<file path="config.mk">
export PLATFORM = sky130hd
export DESIGN_NAME = csr_unit
export DESIGN_NICKNAME = d
export VERILOG_FILES = /design/src/logic/csr_pkg.sv /design/src/logic/csr_access_if.sv /design/src/logic/csr_addr_decode.sv /design/src/logic/csr_read_mux.sv /design/src/logic/csr_state.sv /design/src/logic/csr_unit.sv
export SDC_FILE = /design/constraint.sdc
export NUM_CORES = 1
export LEC_CHECK = 0
export ABC_AREA = 1
export BUFFER_PORTS_ARGS = -buffer_cell sky130_fd_sc_hd__buf_2
export CAP_MARGIN = 20
export CORE_MARGIN = 1
export CORE_UTILIZATION = 25
export CTS_BUF_LIST = sky130_fd_sc_hd__clkbuf_4
export DETAILED_ROUTE_END_ITERATION = 6
export GPL_TIMING_DRIVEN = 0
export HOLD_SLACK_MARGIN = 0.12
export SLEW_MARGIN = 30
export SYNTH_ARGS = -nofsm -noshare
export SYNTH_HDL_FRONTEND = slang
export SYNTH_HIERARCHICAL = 1
export SYNTH_SLANG_ARGS = --single-unit
</file>
<file path="constraint.sdc">
create_clock -name clk -period 4.5 [get_ports clk]
set_input_delay 0.225 -clock clk [delete_from_list [all_inputs] [get_ports clk]]
set_output_delay 0.225 -clock clk [all_outputs]
set_load 0.01 [all_outputs]
</file>
<file path="src/logic/csr_pkg.sv">
// Data width is fixed at 32 bits; warp and thread counts must match wid_bits and masks
`default_nettype none

package csr_pkg;

    localparam int xlen        = 32;
    localparam int num_warps   = 4;
    localparam int num_threads = 4;
    localparam int wid_bits    = 2;
    localparam int addr_bits   = 12;
    localparam int ctr_bits    = 64;
    localparam int frm_bits    = 3;
    localparam int fflags_bits = 5;
    localparam int commit_bits = 3;

    // Floating-point user CSRs
    localparam logic [addr_bits-1:0] csr_fflags = 12'h001;
    localparam logic [addr_bits-1:0] csr_frm    = 12'h002;
    localparam logic [addr_bits-1:0] csr_fcsr   = 12'h003;

    // Machine CSRs
    localparam logic [addr_bits-1:0] csr_satp      = 12'h180;
    localparam logic [addr_bits-1:0] csr_mstatus   = 12'h300;
    localparam logic [addr_bits-1:0] csr_misa      = 12'h301;
    localparam logic [addr_bits-1:0] csr_medeleg   = 12'h302;
    localparam logic [addr_bits-1:0] csr_mideleg   = 12'h303;
    localparam logic [addr_bits-1:0] csr_mie       = 12'h304;
    localparam logic [addr_bits-1:0] csr_mtvec     = 12'h305;
    localparam logic [addr_bits-1:0] csr_mscratch  = 12'h340;
    localparam logic [addr_bits-1:0] csr_mepc      = 12'h341;
    localparam logic [addr_bits-1:0] csr_pmpcfg0   = 12'h3a0;
    localparam logic [addr_bits-1:0] csr_pmpaddr0  = 12'h3b0;
    localparam logic [addr_bits-1:0] csr_mcycle    = 12'hb00;
    localparam logic [addr_bits-1:0] csr_minstret  = 12'hb02;
    localparam logic [addr_bits-1:0] csr_mcycleh   = 12'hb80;
    localparam logic [addr_bits-1:0] csr_minstreth = 12'hb82;
    localparam logic [addr_bits-1:0] csr_mvendorid = 12'hf11;
    localparam logic [addr_bits-1:0] csr_marchid   = 12'hf12;
    localparam logic [addr_bits-1:0] csr_mimpid    = 12'hf13;

    // GPU identity CSRs
    localparam logic [addr_bits-1:0] csr_warp_id        = 12'hcc1;
    localparam logic [addr_bits-1:0] csr_core_id        = 12'hcc2;
    localparam logic [addr_bits-1:0] csr_active_warps   = 12'hcc3;
    localparam logic [addr_bits-1:0] csr_active_threads = 12'hcc4;
    localparam logic [addr_bits-1:0] csr_num_threads    = 12'hfc0;
    localparam logic [addr_bits-1:0] csr_num_warps      = 12'hfc1;

    localparam logic [xlen-1:0] vendor_id  = 32'h0000_0000;
    localparam logic [xlen-1:0] arch_id    = 32'h0000_0001;
    localparam logic [xlen-1:0] impl_id    = 32'h0000_0001;
    // RV32 with I, M and F
    localparam logic [xlen-1:0] misa_value = 32'h4000_1120;

    localparam int sel_bits = 5;

    localparam logic [sel_bits-1:0] sel_none           = 5'd0;
    localparam logic [sel_bits-1:0] sel_fflags         = 5'd1;
    localparam logic [sel_bits-1:0] sel_frm            = 5'd2;
    localparam logic [sel_bits-1:0] sel_fcsr           = 5'd3;
    localparam logic [sel_bits-1:0] sel_mscratch       = 5'd4;
    localparam logic [sel_bits-1:0] sel_mvendorid      = 5'd5;
    localparam logic [sel_bits-1:0] sel_marchid        = 5'd6;
    localparam logic [sel_bits-1:0] sel_mimpid         = 5'd7;
    localparam logic [sel_bits-1:0] sel_misa           = 5'd8;
    localparam logic [sel_bits-1:0] sel_warp_id        = 5'd9;
    localparam logic [sel_bits-1:0] sel_core_id        = 5'd10;
    localparam logic [sel_bits-1:0] sel_active_threads = 5'd11;
    localparam logic [sel_bits-1:0] sel_active_warps   = 5'd12;
    localparam logic [sel_bits-1:0] sel_num_threads    = 5'd13;
    localparam logic [sel_bits-1:0] sel_num_warps      = 5'd14;
    localparam logic [sel_bits-1:0] sel_cycle_lo       = 5'd15;
    localparam logic [sel_bits-1:0] sel_cycle_hi       = 5'd16;
    localparam logic [sel_bits-1:0] sel_instret_lo     = 5'd17;
    localparam logic [sel_bits-1:0] sel_instret_hi     = 5'd18;
    localparam logic [sel_bits-1:0] sel_zero           = 5'd19;

    typedef struct packed {
        logic [frm_bits-1:0]    frm;
        logic [fflags_bits-1:0] fflags;
    } fp_fields_t;

    // Same byte seen as the whole fcsr or as its two fields
    typedef union packed {
        logic [frm_bits+fflags_bits-1:0] fcsr;
        fp_fields_t                      fields;
    } fp_status_u;

endpackage

`default_nettype wire

</file>
<file path="src/logic/csr_access_if.sv">
// Carries one access per cycle; wr_en is only high for accepted writes
`timescale 1ns/1ns
`default_nettype none

interface csr_access_if;

    logic                          wr_en;
    logic [csr_pkg::sel_bits-1:0]  sel;
    logic [csr_pkg::wid_bits-1:0]  wid;
    logic [csr_pkg::xlen-1:0]      wdata;

    modport decode (
        output wr_en,
        output sel,
        output wid,
        output wdata
    );

    // Register state only acts on write strobes
    modport state (
        input wr_en,
        input sel,
        input wid,
        input wdata
    );

    // Read side needs the register and the requesting warp
    modport read (
        input sel,
        input wid
    );

endinterface

`default_nettype wire

</file>
<file path="src/logic/csr_addr_decode.sv">
// Zero-wait APB only; a write is accepted only in an access cycle after a setup cycle
`timescale 1ns/1ns
`default_nettype none

module csr_addr_decode (
    input  logic                          clk,
    input  logic                          reset,
    input  logic                          psel,
    input  logic                          penable,
    input  logic                          pwrite,
    input  logic [csr_pkg::addr_bits-1:0] paddr,
    input  logic [csr_pkg::xlen-1:0]      pwdata,
    input  logic [csr_pkg::wid_bits-1:0]  pwid,
    output logic                          pready,
    output logic                          pslverr,
    csr_access_if.decode                  acc
);

    logic [csr_pkg::sel_bits-1:0] sel_dec;
    logic                         writable;
    logic                         access;
    logic                         reject;
    logic                         setup_q;

    always_comb begin
        sel_dec  = csr_pkg::sel_none;
        writable = 1'b0;
        case (paddr)
            csr_pkg::csr_fflags: begin
                sel_dec  = csr_pkg::sel_fflags;
                writable = 1'b1;
            end
            csr_pkg::csr_frm: begin
                sel_dec  = csr_pkg::sel_frm;
                writable = 1'b1;
            end
            csr_pkg::csr_fcsr: begin
                sel_dec  = csr_pkg::sel_fcsr;
                writable = 1'b1;
            end
            csr_pkg::csr_mscratch: begin
                sel_dec  = csr_pkg::sel_mscratch;
                writable = 1'b1;
            end
            csr_pkg::csr_mvendorid:      sel_dec = csr_pkg::sel_mvendorid;
            csr_pkg::csr_marchid:        sel_dec = csr_pkg::sel_marchid;
            csr_pkg::csr_mimpid:         sel_dec = csr_pkg::sel_mimpid;
            csr_pkg::csr_misa:           sel_dec = csr_pkg::sel_misa;
            csr_pkg::csr_warp_id:        sel_dec = csr_pkg::sel_warp_id;
            csr_pkg::csr_core_id:        sel_dec = csr_pkg::sel_core_id;
            csr_pkg::csr_active_threads: sel_dec = csr_pkg::sel_active_threads;
            csr_pkg::csr_active_warps:   sel_dec = csr_pkg::sel_active_warps;
            csr_pkg::csr_num_threads:    sel_dec = csr_pkg::sel_num_threads;
            csr_pkg::csr_num_warps:      sel_dec = csr_pkg::sel_num_warps;
            csr_pkg::csr_mcycle:         sel_dec = csr_pkg::sel_cycle_lo;
            csr_pkg::csr_mcycleh:        sel_dec = csr_pkg::sel_cycle_hi;
            csr_pkg::csr_minstret:       sel_dec = csr_pkg::sel_instret_lo;
            csr_pkg::csr_minstreth:      sel_dec = csr_pkg::sel_instret_hi;
            // Privileged group reads zero, writes are dropped without error
            csr_pkg::csr_satp,
            csr_pkg::csr_mstatus,
            csr_pkg::csr_medeleg,
            csr_pkg::csr_mideleg,
            csr_pkg::csr_mie,
            csr_pkg::csr_mtvec,
            csr_pkg::csr_mepc,
            csr_pkg::csr_pmpcfg0,
            csr_pkg::csr_pmpaddr0: begin
                sel_dec  = csr_pkg::sel_zero;
                writable = 1'b1;
            end
            default: ;
        endcase
    end

    assign access  = psel & penable;
    assign reject  = (sel_dec == csr_pkg::sel_none) | (pwrite & ~writable);
    assign pready  = access;
    assign pslverr = access & reject;

    // Rejected accesses select nothing so read data stays zero
    assign acc.sel   = reject ? csr_pkg::sel_none : sel_dec;
    assign acc.wr_en = access & setup_q & pwrite & ~reject;
    assign acc.wid   = pwid;
    assign acc.wdata = pwdata;

    // Previous cycle was an APB setup phase
    always_ff @(posedge clk) begin
        if (reset) begin
            setup_q <= 1'b0;
        end else begin
            setup_q <= psel & ~penable;
        end
    end

endmodule

`default_nettype wire

</file>
<file path="src/logic/csr_read_mux.sv">
// Combinational read path; unselected and zero-group registers return zero
`timescale 1ns/1ns
`default_nettype none

module csr_read_mux #(
    parameter int core_id = 0
) (
    csr_access_if.read                                   acc,
    input  csr_pkg::fp_status_u [csr_pkg::num_warps-1:0] fp_status,
    input  logic [csr_pkg::xlen-1:0]                     mscratch,
    input  logic [csr_pkg::ctr_bits-1:0]                 cycle_count,
    input  logic [csr_pkg::ctr_bits-1:0]                 instret_count,
    input  logic [csr_pkg::num_warps-1:0]                active_warps,
    input  logic [csr_pkg::num_warps-1:0][csr_pkg::num_threads-1:0] thread_masks,
    output logic [csr_pkg::xlen-1:0]                     prdata
);

    csr_pkg::fp_status_u fp_sel;

    // Status word of the requesting warp
    assign fp_sel = fp_status[acc.wid];

    always_comb begin
        prdata = '0;
        case (acc.sel)
            csr_pkg::sel_fflags: begin
                prdata[csr_pkg::fflags_bits-1:0] = fp_sel.fields.fflags;
            end
            csr_pkg::sel_frm: begin
                prdata[csr_pkg::frm_bits-1:0] = fp_sel.fields.frm;
            end
            csr_pkg::sel_fcsr: begin
                prdata[csr_pkg::frm_bits+csr_pkg::fflags_bits-1:0] = fp_sel.fcsr;
            end
            csr_pkg::sel_mscratch:  prdata = mscratch;
            csr_pkg::sel_mvendorid: prdata = csr_pkg::vendor_id;
            csr_pkg::sel_marchid:   prdata = csr_pkg::arch_id;
            csr_pkg::sel_mimpid:    prdata = csr_pkg::impl_id;
            csr_pkg::sel_misa:      prdata = csr_pkg::misa_value;
            csr_pkg::sel_warp_id: begin
                prdata[csr_pkg::wid_bits-1:0] = acc.wid;
            end
            csr_pkg::sel_core_id:   prdata = core_id;
            csr_pkg::sel_active_threads: begin
                prdata[csr_pkg::num_threads-1:0] = thread_masks[acc.wid];
            end
            csr_pkg::sel_active_warps: begin
                prdata[csr_pkg::num_warps-1:0] = active_warps;
            end
            csr_pkg::sel_num_threads: prdata = csr_pkg::num_threads;
            csr_pkg::sel_num_warps:   prdata = csr_pkg::num_warps;
            // 64-bit counters as two halves
            csr_pkg::sel_cycle_lo: begin
                prdata = cycle_count[csr_pkg::xlen-1:0];
            end
            csr_pkg::sel_cycle_hi: begin
                prdata = cycle_count[csr_pkg::ctr_bits-1:csr_pkg::xlen];
            end
            csr_pkg::sel_instret_lo: begin
                prdata = instret_count[csr_pkg::xlen-1:0];
            end
            csr_pkg::sel_instret_hi: begin
                prdata = instret_count[csr_pkg::ctr_bits-1:csr_pkg::xlen];
            end
            default: ;
        endcase
    end

endmodule

`default_nettype wire

</file>
<file path="src/logic/csr_state.sv">
// One FPU flag port; a same-edge CSR write of the flags wins over the FPU report
`timescale 1ns/1ns
`default_nettype none

module csr_state (
    input  logic                            clk,
    input  logic                            reset,
    input  logic [csr_pkg::xlen-1:0]        startup_arg,
    input  logic [csr_pkg::commit_bits-1:0] commit_count,
    input  logic                            fpu_flag_valid,
    input  logic [csr_pkg::wid_bits-1:0]    fpu_flag_wid,
    input  logic [csr_pkg::fflags_bits-1:0] fpu_fflags,
    input  logic [csr_pkg::wid_bits-1:0]    fpu_frm_wid,
    output logic [csr_pkg::frm_bits-1:0]    fpu_frm,
    csr_access_if.state                     acc,
    output csr_pkg::fp_status_u [csr_pkg::num_warps-1:0] fp_status,
    output logic [csr_pkg::xlen-1:0]        mscratch,
    output logic [csr_pkg::ctr_bits-1:0]    cycle_count,
    output logic [csr_pkg::ctr_bits-1:0]    instret_count
);

    csr_pkg::fp_status_u [csr_pkg::num_warps-1:0] fp_status_n;
    logic [csr_pkg::ctr_bits-1:0]                 commit_ext;

    assign commit_ext = {{(csr_pkg::ctr_bits - csr_pkg::commit_bits){1'b0}}, commit_count};

    always_comb begin
        fp_status_n = fp_status;

        // Accrue FPU exceptions first
        if (fpu_flag_valid) begin
            fp_status_n[fpu_flag_wid].fields.fflags =
                fp_status[fpu_flag_wid].fields.fflags | fpu_fflags;
        end

        // CSR write applied last so it overrides the accrued flags
        if (acc.wr_en) begin
            case (acc.sel)
                csr_pkg::sel_fflags: begin
                    fp_status_n[acc.wid].fields.fflags =
                        acc.wdata[csr_pkg::fflags_bits-1:0];
                end
                csr_pkg::sel_frm: begin
                    fp_status_n[acc.wid].fields.frm = acc.wdata[csr_pkg::frm_bits-1:0];
                end
                csr_pkg::sel_fcsr: begin
                    fp_status_n[acc.wid].fcsr =
                        acc.wdata[csr_pkg::frm_bits+csr_pkg::fflags_bits-1:0];
                end
                default: ;
            endcase
        end
    end

    always_ff @(posedge clk) begin
        if (reset) begin
            fp_status <= '0;
        end else begin
            fp_status <= fp_status_n;
        end
    end

    always_ff @(posedge clk) begin
        if (reset) begin
            mscratch <= startup_arg;
        end else if (acc.wr_en && (acc.sel == csr_pkg::sel_mscratch)) begin
            mscratch <= acc.wdata;
        end
    end

    // Cycle reads zero in the first cycle out of reset
    always_ff @(posedge clk) begin
        if (reset) begin
            cycle_count   <= '0;
            instret_count <= '0;
        end else begin
            cycle_count   <= cycle_count + {{(csr_pkg::ctr_bits - 1){1'b0}}, 1'b1};
            instret_count <= instret_count + commit_ext;
        end
    end

    assign fpu_frm = fp_status[fpu_frm_wid].fields.frm;

endmodule

`default_nettype wire

</file>
<file path="src/logic/csr_unit.sv">
// One core's CSR block behind a zero-wait APB slave; core_id must differ per core
`timescale 1ns/1ns
`default_nettype none

module csr_unit #(
    parameter int core_id = 0
) (
    input  logic                            clk,
    input  logic                            reset,

    // APB slave
    input  logic                            psel,
    input  logic                            penable,
    input  logic                            pwrite,
    input  logic [csr_pkg::addr_bits-1:0]   paddr,
    input  logic [csr_pkg::xlen-1:0]        pwdata,
    input  logic [csr_pkg::wid_bits-1:0]    pwid,
    output logic [csr_pkg::xlen-1:0]        prdata,
    output logic                            pready,
    output logic                            pslverr,

    // Core side
    input  logic [csr_pkg::xlen-1:0]        startup_arg,
    input  logic [csr_pkg::num_warps-1:0]   active_warps,
    input  logic [csr_pkg::num_warps-1:0][csr_pkg::num_threads-1:0] thread_masks,
    input  logic [csr_pkg::commit_bits-1:0] commit_count,

    // FPU flag report and rounding-mode lookup
    input  logic                            fpu_flag_valid,
    input  logic [csr_pkg::wid_bits-1:0]    fpu_flag_wid,
    input  logic [csr_pkg::fflags_bits-1:0] fpu_fflags,
    input  logic [csr_pkg::wid_bits-1:0]    fpu_frm_wid,
    output logic [csr_pkg::frm_bits-1:0]    fpu_frm
);

    csr_access_if acc ();

    csr_pkg::fp_status_u [csr_pkg::num_warps-1:0] fp_status;
    logic [csr_pkg::xlen-1:0]                     mscratch;
    logic [csr_pkg::ctr_bits-1:0]                 cycle_count;
    logic [csr_pkg::ctr_bits-1:0]                 instret_count;

    csr_addr_decode u_decode (
        .clk     (clk),
        .reset   (reset),
        .psel    (psel),
        .penable (penable),
        .pwrite  (pwrite),
        .paddr   (paddr),
        .pwdata  (pwdata),
        .pwid    (pwid),
        .pready  (pready),
        .pslverr (pslverr),
        .acc     (acc.decode)
    );

    csr_state u_state (
        .clk            (clk),
        .reset          (reset),
        .startup_arg    (startup_arg),
        .commit_count   (commit_count),
        .fpu_flag_valid (fpu_flag_valid),
        .fpu_flag_wid   (fpu_flag_wid),
        .fpu_fflags     (fpu_fflags),
        .fpu_frm_wid    (fpu_frm_wid),
        .fpu_frm        (fpu_frm),
        .acc            (acc.state),
        .fp_status      (fp_status),
        .mscratch       (mscratch),
        .cycle_count    (cycle_count),
        .instret_count  (instret_count)
    );

    csr_read_mux #(
        .core_id (core_id)
    ) u_read_mux (
        .acc           (acc.read),
        .fp_status     (fp_status),
        .mscratch      (mscratch),
        .cycle_count   (cycle_count),
        .instret_count (instret_count),
        .active_warps  (active_warps),
        .thread_masks  (thread_masks),
        .prdata        (prdata)
    );

endmodule

`default_nettype wire

</file>
**After elaboration in Yosys (flattened, before gate mapping)**

Index checks and enable logic that the tools add are counted.

- Flip-flop bits (word level): 193
- Bits of input ports: 116
- Logic and storage cells: 114
- Output and inout port bits: 37

- Order comparisons: 5
- Reduce and logical (&&, ||, !) cells: 10
- Bitwise logic cells: 12
- Eq/ne operators: 43
- $add $sub $neg: 2
- Multiplexer cells: 34

Operators by type and width:

| kind | number |
|---|---|
| 12-bit equality test (second input constant) | 13 |
| 24-bit case mux with 6 select lines | 1 |
| 32-bit bitwise mux | 4 |
| 32-bit two-way mux | 4 |
| 12-bit by 10-bit equality test with 1-bit output (second input constant) | 10 |
| 32-bit case mux with 3 select lines | 1 |
| 5-bit case mux with 19 select lines | 1 |
| 64-bit by 1-bit adder with 64-bit output (second input constant) | 1 |
| 64-bit by 3-bit adder with 64-bit output | 1 |
| 8-bit demux with 2-bit select | 4 |
| 8-bit binary-select mux with 2-bit select | 3 |
| 5-bit by 4-bit equality test with 1-bit output (second input constant) | 7 |
| 8-bit two-way mux | 4 |
| 12-bit by 2-bit equality test with 1-bit output (second input constant) | 2 |
| 2-bit case mux with 11 select lines | 1 |
| 3-bit case mux with 7 select lines | 1 |
| 5-bit two-way mux | 4 |
| 5-bit by 3-bit equality test with 1-bit output (second input constant) | 3 |
| 5-bit equality test (second input constant) | 3 |
| 13-bit OR reduction | 1 |
| 12-bit by 1-bit equality test with 1-bit output (second input constant) | 1 |
| 12-bit by 9-bit equality test with 1-bit output (second input constant) | 1 |
| 5-bit by 2-bit equality test with 1-bit output (second input constant) | 2 |
| 1-bit case mux with 10 select lines | 1 |
| 17 further kinds | 32 |

**Logic depth before layout (Yosys ltp)**

Gate-level depths: netlist of run 1.

- Depth after elaboration: 11
- Gate-level depth with buffers: 21
- Depth with buffers taken out: 20

**By module**

The synthesis of run 1 kept the hierarchy.

Modules (own cells, without submodules):

| module | area an instance (sq um) | instances | sequential area each (sq um) | cells each |
|---|---|---|---|---|
| csr_state | 10820.4 | 1 | 4164.0 | 1698 |
| csr_read_mux | 2092.0 | 1 | 0.0 | 475 |
| csr_addr_decode | 989.7 | 1 | 20.0 | 168 |

**Least setup slack after synthesis of run 1**

OpenSTA, ideal clock, no wires.

- Path kind: input to register
- From: in paddr[3] (netlist bit)
- To: reg u_state/mscratch[0] (netlist bit) (enable)
- Stages on the path: 13
- Path buffers: 0
- Library setup time: 470 ps
- Path slack: 230 ps
- Data required time: 4030 ps
- Data arrival time: 3800 ps
- Cells stage by stage: nor2_1 -> nand2_2 -> inv_2 -> nand2_1 -> nand3_1 -> nand2_2 -> nand3_2 -> nor2_2 -> nand2_2 -> nand2_2 -> nor2_1 -> nand4_1 -> o31ai_1

- Cells in the longest elaborated chain, start to end: 10
- Elaborated cells between the ends (all ways): 41
- Those cells by class: eq/ne (28); mux (3); bitwise (5); reduce/logical (5)

RTL lines:

| what | RTL line | RTL |
|---|---|---|
| start: declaration | csr_unit.sv:15 | `input logic [csr_pkg::addr_bits-1:0] paddr,` |
| branches (longest 6 deep; another with 5-bit case mux with 19 select lines) | - |  |
| 5-bit two-way mux (*) | csr_addr_decode.sv:82 | `assign acc.sel = reject ? csr_pkg::sel_none : sel_dec;` |
| via acc.sel (one bit) | csr_access_if.sv:8 | `logic [csr_pkg::sel_bits-1:0] sel;` |
| 5-bit by 3-bit equality test with 1-bit output (*) | csr_state.sv:66 | `end else if (acc.wr_en && (acc.sel == csr_pkg::sel_mscratch)) begin` |
| 1-bit logical AND (*) | csr_state.sv:66 |  |
| 2-bit nonzero test (no source line) (*) | - |  |
| end signal: assignment | csr_state.sv:65 | `mscratch <= startup_arg;` |
| end signal: assignment | csr_state.sv:67 | `mscratch <= acc.wdata;` |
| end: declaration | csr_state.sv:17 | `output logic [csr_pkg::xlen-1:0] mscratch,` |

Mark *: on every way through the listed nets, which the timed path passes.
A chain may end at the register's enable or synchronous reset.

**Worst setup path in the final report of run 1**

- From: in paddr[10] (netlist bit)
- To: out prdata[30] (netlist bit)

- Cells in the longest elaborated chain, start to end: 9
- Elaborated cells between the ends (all ways): 43
- Those cells by class: eq/ne (33); mux (4); bitwise (3); reduce/logical (3)

RTL lines:

| what | RTL line | RTL |
|---|---|---|
| branches (longest 6 deep; another with 5-bit case mux with 19 select lines) | - |  |
| 5-bit two-way mux (*) | csr_addr_decode.sv:82 |  |
| via acc.sel (one bit) | csr_access_if.sv:8 |  |
| 5-bit equality test, or another cell as far along | csr_read_mux.sv:25 | `case (acc.sel)` |
| 24-bit case mux with 6 select lines (*) | csr_read_mux.sv:25 |  |
| end: declaration | csr_unit.sv:18 | `output logic [csr_pkg::xlen-1:0] prdata,` |

Marked as above.

==> impl_summary.txt, run 1 <==
----------------------------------------------------
[Global route]
  Overall overflow remaining after global route ... 0
  Global-route wire length before repair ... 87.1 mm
  Number of global-route vias before repair ... between 15000 and 20000
  Pin count of the biggest net entering global routing ... 19
  Antenna violations before repair ... 1
  Overall routing resource usage ... a little over 20%

[CTS]
  Clock root buffer master ... clkbuf_4
  H-tree depth ... 4
  Number of gates given a new drive strength after cts ... 0
  Clk pin slew, worst setup/hold paths ... 0.20 ns
  Hold-fix buffers at CTS ... 98
  Deepest clock path buffer count ... 2
  Buffers inserted by post-CTS timing repair ... 0
  Insertion delay of the later-clocked pin in the worst-skew pair ... 0.70 ns
  Clk sinks ... 193
  Num CTS Buffers ... 17
  Clock tree from TritonCTS ... yes

[STA]
  Total count of hold-check failures in the final report ... 0
  Smallest hold slack ... 0.168 ns
  F_max ... 0.258 GHz
  Setup TNS after final layout ... 0 ns
  Setup clock skew after layout ... 0.0371 ns
  Setup repair after global routing missed its margin ... no
  Count of pins over their slew limit ... 0
  Final critical path time including I/O delays and setup ... 3.88 ns
  Slew at the pin closest to its max-slew limit ... 0.982 ns
  Fraction of the cycle the final worst path needs ... 86.1%
  Worst rel slew slack ... 34.3%
  # setup viols final ... 0

[Place]
  Sum of net half-perimeters after detailed placement ... around 46 mm
  Post-place instance area ... 0.0155 mm²
  Final weighted congestion in routability-driven placement ... just under 1
  DP Cell Count ... 3209
  Number of port buffers ... ~120

[Floorplanning]
  Die width ... around 240 µm
  # IOs ... between 150 and 200
  Total die area ... about 0.057 mm²
  Placeable core area ... between 0.05 and 0.06 mm²
  Die height ... ~240 µm
  Starting density of the core ... 25.3%
  Total number of placement rows ... 86

[Drt]
  Detail Route Antenna Nets ... 0
  Wire length per cell after detailed routing ... 17.0 µm
  Total iterations of the first detailed-routing run ... 6
  Final Routed Wirelength ... approximately 57 mm
  Vias per inst ... 4.86
  Vias post-DR ... 16200
  Residual DRC count ... 0
  DRT iter0 DRCs ... approximately 1600

[Pwr]
  Pleak ... ~6.2 nW
  Worst IR Drop VDD ... 0.149 mV
  Total power divided by cell area ... between 150 and 200 mW/mm²

[Finish]
  Share of cells above drive strength 1 ... 12.5%
  Non-Filler Instances ... 3340
  Fin nets ... 2699
  Footprint of the multi-input gates ... slightly above 0.008 mm²
  Register area ... 0.00418 mm²
  Area of all placed cells without fillers ... approximately 0.017 mm²
  Number of fill cells ... 6208
  Finished Core Util ... 30.4%
  Area delta synth->final ... 20.2%
  Most frequent cells in the layout ... nand2_1 (783), nor2_1 (363), inv_1 (219)
  Most frequent standard cell in the layout excluding fill and tap cells ... nand2_1

[Synth]
  Post-synthesis sequential area ratio ... 30.1%
  Post-synthesis cell type with the largest combined area ... dfxtp_1
  Nets in the synthesized netlist ... roughly 2500
  Proportion of netlist area held by the largest area contributor ... 23.2%
  Number of register bits inferred by synthesis ... 193
  Syn Std Cell Area ... between 0.01 and 0.015 mm²
  Instance count of the mapped netlist ... roughly 2300
  Avg Inst Size Synth ... approximately 5.9 µm²
  Yosys warning total ... 6
  Synth cell types ... between 40 and 50
  Cell types occupying the most area after synthesis ... dfxtp_1 (23%), nand2_1 (21%), nor2_1 (9.8%), edfxtp_1 (6.9%), inv_1 (5.9%)

[Worst setup path]
  Worst flop-to-flop path startpoint ... u_decode/setup_q$_SDFF_PP0_
  Critical Path Source Type ... input pin
  Critical setup path kind ... in -> out
  Kind of end point of the critical path ... primary output
  Worst r2r path cells ... 10
  Data arrival time at the worst-slack endpoint ... 3.65 ns
  Peak fanout along the critical path ... 10
  Max stage delay cell, worst path ... nor2_1
  Crit path required time ... roughly 4.3 ns
  Launch point of the worst path ... paddr[10]
  Crit-path max cell delay ... 0.43 ns
  Library cell appearing most often on the critical path ... nor2_2
  Worst-path cell chain ... buf_2 > nor2_1 > nand2_1 > nor2_2 > o21ai_1 > nand4_1 > nor2_2 > nand2_2 > nand2_2 > nor2_1 > inv_1 > nor2_2 > nand3_2 > buf_6 > o21ai_0 > inv_1 > nand2_1 > buf_2

[Status]
  Run status ... completed

[Flow run]
  Max-capacitance violation count ... 0

[Min path]
  Hold Path Cell Cnt ... 7
  Min-Delay Startpoint ... pwrite
  Hold crit path type ... in -> reg

----------------------------------------------------
==> worst max-delay path: cells and delay by family <==
family / cells / cell delay (ns)
buffers and inverters: 5 / 0.82
AOI/OAI and AO/OA: 2 / 0.51
and+or+nand+nor: 11 / 2.07
==> cell usage after synthesis (all sizes together) <==
cell type	n
nand2	808
nor2	410
inv	232
dfxtp	161
o21ai	145
a21oi	140
nand3	129
nand4	83
buf	63
or2	33
edfxtp	32
clkbuf	30
a31oi	16
nor3	9
xor2	9
nand3b	6
o211ai	6
o22ai	5
xnor2	5
ha	4
o21a	4
a21boi	2
nor3b	2
o31ai	2
a21o	1
a311oi	1
and2	1
fa	1
nor4	1
==> area by class of cell <==
class	count	share of cell area, %
well taps	748	5.60
diodes	1	0.0150
plain buffers	93	3.29
clock inverters	14	0.749
multi-input cells	1823	49.7
clock buffers	18	0.809
repair buffers	218	9.54
inverters	232	5.21
flip-flops and latches	193	25.0
==> state kept, by name, indices dropped and copies added, names as in the netlist <==
register,cells
u_state/cycle_count,64
u_state/fp_status,32
u_state/instret_count,64
u_state/mscratch,32
u_decode/setup_q,1
==> cells by family after synthesis <==
family / count (synthesis) / share of synthesized area [%]
flip-flops: 193 / 30.1
buffers and inverters: 325 / 10.2
XOR/XNOR: 14 / 0.882
AND/OR/NAND/NOR: 1482 / 46.0
adder cells (fa/ha/maj): 5 / 0.504
AO/OA/AOI/OAI: 322 / 12.3
==> metrics by stage <==
stage	worst slack, ns	total power (W)
2_1_floorplan	0.230	0.00207
6_report	0.625	0.00323
3_5_place_dp	0.691	0.00222
4_1_cts	0.684	0.00325
3_3_place_gp	-1.50	0.00222
5_1_grt	0.385	0.00336
==> layer usage <==
layer / vias up / global-route usage [%] / part of all wire (%)
met5: - / 0 / 0
met4: 0 / 7.62 / 3.2
met3: 115 / 2.80 / 6.9
met2: 687 / 33.5 / 46
met1: 7457 / 26.4 / 43
li1: 7965 / - / -
==> report_power, final <==
group / leakage [nW] / switching, W / internal [W]
Combinational: 4.43 / 0.000252 / 0.000182
Clock: 0.140 / 0.000720 / 0.000246
Sequential: 1.61 / 0.0000271 / 0.00181
==> final timing paths <==
path                                                             end  slack (ns)
worst max-delay path                                      prdata[30]        0.62
worst min-delay path               u_state/fp_status[7]$_SDFFE_PP0P_        0.17
worst max register to register      u_state/fp_status[11]$_SDFF_PP0_        1.58
worst min register to register  u_state/instret_count[63]$_SDFF_PP0_        0.50
No activity file was read; power rests on OpenSTA's default activity.
==> run 2, diff against run 1 <==
--- a/config.mk
+++ b/config.mk
@@ -14,6 +14,7 @@
 export DETAILED_ROUTE_END_ITERATION = 6
 export GPL_TIMING_DRIVEN = 0
 export HOLD_SLACK_MARGIN = 0.12
+export MAX_ROUTING_LAYER = met4
 export SLEW_MARGIN = 30
 export SYNTH_ARGS = -nofsm -noshare
 export SYNTH_HDL_FRONTEND = slang
==> impl_summary.txt, run 2 (same netlist as run 1, synthesis figures left out) <==
----------------------------------------------------
[Floorplanning]
  Placeable core area ... 0.0550 mm² (unchanged)
  Die height ... 238 µm (unchanged)
  Starting density of the core ... 25.3% (unchanged)
  # IOs ... 153 (unchanged)
  Die width ... 238 µm (unchanged)
  Total number of placement rows ... 86 (unchanged)
  Total die area ... 0.0566 mm² (unchanged)

[Global route]
  Pin count of the biggest net entering global routing ... 20 (+1)
  Overall overflow remaining after global route ... 0 (unchanged)
  Antenna violations before repair ... 1 (unchanged)
  Global-route wire length before repair ... 87.4 mm (+0.36%)
  Number of global-route vias before repair ... 15200 (+0.072%)
  Overall routing resource usage ... 20.8% (+0.66 points)

[Finish]
  Leading registers by flop count ... u_state/cycle_count (64), u_state/instret_count (64)
  Fin nets ... 2698 (-0.037%)
  Non-Filler Instances ... 3341 (+0.030%)
  Register area ... 0.00418 mm² (unchanged)
  Most frequent standard cell in the layout excluding fill and tap cells ... nand2_1
  Footprint of the multi-input gates ... 0.00831 mm² (about the same)
  Most frequent cells in the layout ... nand2_1 (783), nor2_1 (364), inv_1 (219)
  Number of fill cells ... 6176 (-0.52%)
  Share of cells above drive strength 1 ... 12.4% (-0.072 points)
  Area delta synth->final ... 20.5%

[Place]
  Setup WS pre-CTS ... 0.719 ns (+0.0282 ns)
  DP Cell Count ... 3209 (unchanged)
  Final weighted congestion in routability-driven placement ... 0.960 (-1.1%)
  Sum of net half-perimeters after detailed placement ... 46.1 mm (+1.0%)
  Number of port buffers ... 118 (unchanged)

[Worst setup path]
  Peak fanout along the critical path ... 10 (unchanged)
  Worst-path cell chain ... buf_2 > nor2_1 > nand3_1 > nor2_2 > o21ai_1 > nand4_1 > nor2_2 > nand2_2 > nand2_2 > nor2_1 > inv_1 > nor2_2 > nand3_2 > buf_6 > o21ai_0 > inv_1 > nand2_1 > buf_2
  Crit path required time ... 4.28 ns (about the same)
  Critical setup path kind ... in -> out
  Kind of end point of the critical path ... primary output
  Library cell appearing most often on the critical path ... nor2_2
  Data arrival time at the worst-slack endpoint ... 3.54 ns (-0.11 ns)
  Worst r2r path cells ... 10 (unchanged)
  Crit-path max cell delay ... 0.40 ns (-0.03 ns)
  Critical Path Source Type ... input pin
  Max stage delay cell, worst path ... nor2_1

[CTS]
  Clk sinks ... 193 (unchanged)
  Clock root buffer master ... clkbuf_4
  H-tree depth ... 4 (unchanged)
  Insertion delay of the later-clocked pin in the worst-skew pair ... 0.72 ns (+0.02 ns)
  Num CTS Buffers ... 17 (unchanged)
  Deepest clock path buffer count ... 2 (unchanged)
  Clk pin slew, worst setup/hold paths ... 0.19 ns (about the same)
  Number of gates given a new drive strength after cts ... 0 (unchanged)
  Clock tree from TritonCTS ... yes

[STA]
  Worst setup margin ... 0.737 ns (+0.112 ns)
  Slew at the pin closest to its max-slew limit ... 0.990 ns (+0.00745 ns)
  Setup repair after global routing missed its margin ... no
  F_max ... 0.266 GHz (+3.0%)
  Total count of hold-check failures in the final report ... 0 (unchanged)
  Fraction of the cycle the final worst path needs ... 83.6% (-2.5 points)
  Setup TNS after final layout ... 0 ns (unchanged)
  Count of pins over their slew limit ... 0 (unchanged)
  Worst rel slew slack ... 33.8% (-0.50 points)
  # setup viols final ... 0 (unchanged)
  Final critical path time including I/O delays and setup ... 3.76 ns (-0.112 ns)
  Setup clock skew after layout ... 0.0340 ns (-0.00307 ns)

[Status]
  Run status ... completed

[Drt]
  DRT iter0 DRCs ... 1467 (-7.9%)
  Vias per inst ... 4.82 (-0.80%)
  Total iterations of the first detailed-routing run ... 5 (-1)
  Detail Route Antenna Nets ... 0 (unchanged)
  Vias post-DR ... 16100 (-0.77%)
  Final Routed Wirelength ... 57.3 mm (+0.64%)
  Residual DRC count ... 0 (unchanged)
  Wire length per cell after detailed routing ... 17.1 µm (+0.61%)

[Pwr]
  Switching power share of the total ... 30.9% (about the same)
  Switch Pwr ... 0.00103 W (+2.8%)
  Sequential power share ... 55.2% (-1.5 points)
  Total power divided by cell area ... 198 mW/mm² (+2.5%)
  Share of total power in combinational logic ... 13.1% (-0.3 points)
  Power share of the clock group ... 31.7% (+1.8 points)
  Pleak ... 6.20 nW (+0.33%)
  Worst IR Drop VDD ... 0.140 mV (-5.8%)
  Internal Dissipation ... 0.00229 W (+2.7%)

[Flow run]
  Max-capacitance violation count ... 0 (unchanged)

[Min path]
  Hold crit path type ... in -> reg
  Hold Path Cell Cnt ... 7 (unchanged)

----------------------------------------------------
run 2: stage by stage:
stage | util (%) | instance area (µm²) | total power [W] | hold WS [ns]
CTS | 30.4 | 16700 | 0.00334 | 0.125
global route | 30.4 | 16700 | 0.00345 | 0.173
detailed placement | 28.1 | 15500 | 0.00222 | 0.407
global placement | 28.1 | 15400 | 0.00222 | 0.405
finish | 30.5 | 16700 | 0.00332 | 0.160
floorplan | - | 13900 | 0.00207 | 0.300
run 2: critical path, delay by kind of cell:
kind                   cells  cell delay (ns)
buffers and inverters      5             0.82
AOI/OAI and AO/OA          2             0.51
and+or+nand+nor           11             1.97
run 2: area by class of cell:
cell class / count / area share, %
diodes: 3 / 0.0448
plain buffers: 93 / 3.29
clock buffers: 17 / 0.762
clock inverters: 15 / 1.02
inverters: 232 / 5.20
multi-input cells: 1823 / 49.6
flip-flops and latches: 193 / 25.0
well taps: 748 / 5.59
repair buffers: 217 / 9.48
run 2: worst paths after layout:
check / from / end / slack, ns
setup reg to reg: u_decode/setup_q$_SDFF_PP0_ / u_state/fp_status[11]$_SDFF_PP0_ / 1.64
hold / removal: pwrite / u_state/fp_status[7]$_SDFFE_PP0P_ / 0.16
setup / recovery: paddr[9] / prdata[30] / 0.74
hold reg to reg: u_state/instret_count[63]$_SDFF_PP0_ / u_state/instret_count[63]$_SDFF_PP0_ / 0.50
run 2: metal layers:
layer  up-vias  part of all wire (%)  track usage (%)
li1       7953                     -                -
met1      7440                    44             26.5
met2       610                    46             33.7
met3        96                   6.0             2.29
met4         0                   3.4             8.25
met5         -                     0                -
run 2: timing repair:
action                                  4_1_cts  5_1_grt
endpoints found under the hold margin        68        0
endpoints found under the setup margin        0        0
hold buffers                                 97        0
buffers inserted                              0        0
run 2: power groups by stage:
stage	logic (W)	clock network, W	registers [W]
4_1_cts	0.000428	0.00108	0.00183
2_1_floorplan	0.000214	0	0.00186
5_1_grt	0.000479	0.00113	0.00184
3_3_place_gp	0.000350	0	0.00187
3_5_place_dp	0.000354	0	0.00187
6_report	0.000436	0.00105	0.00183
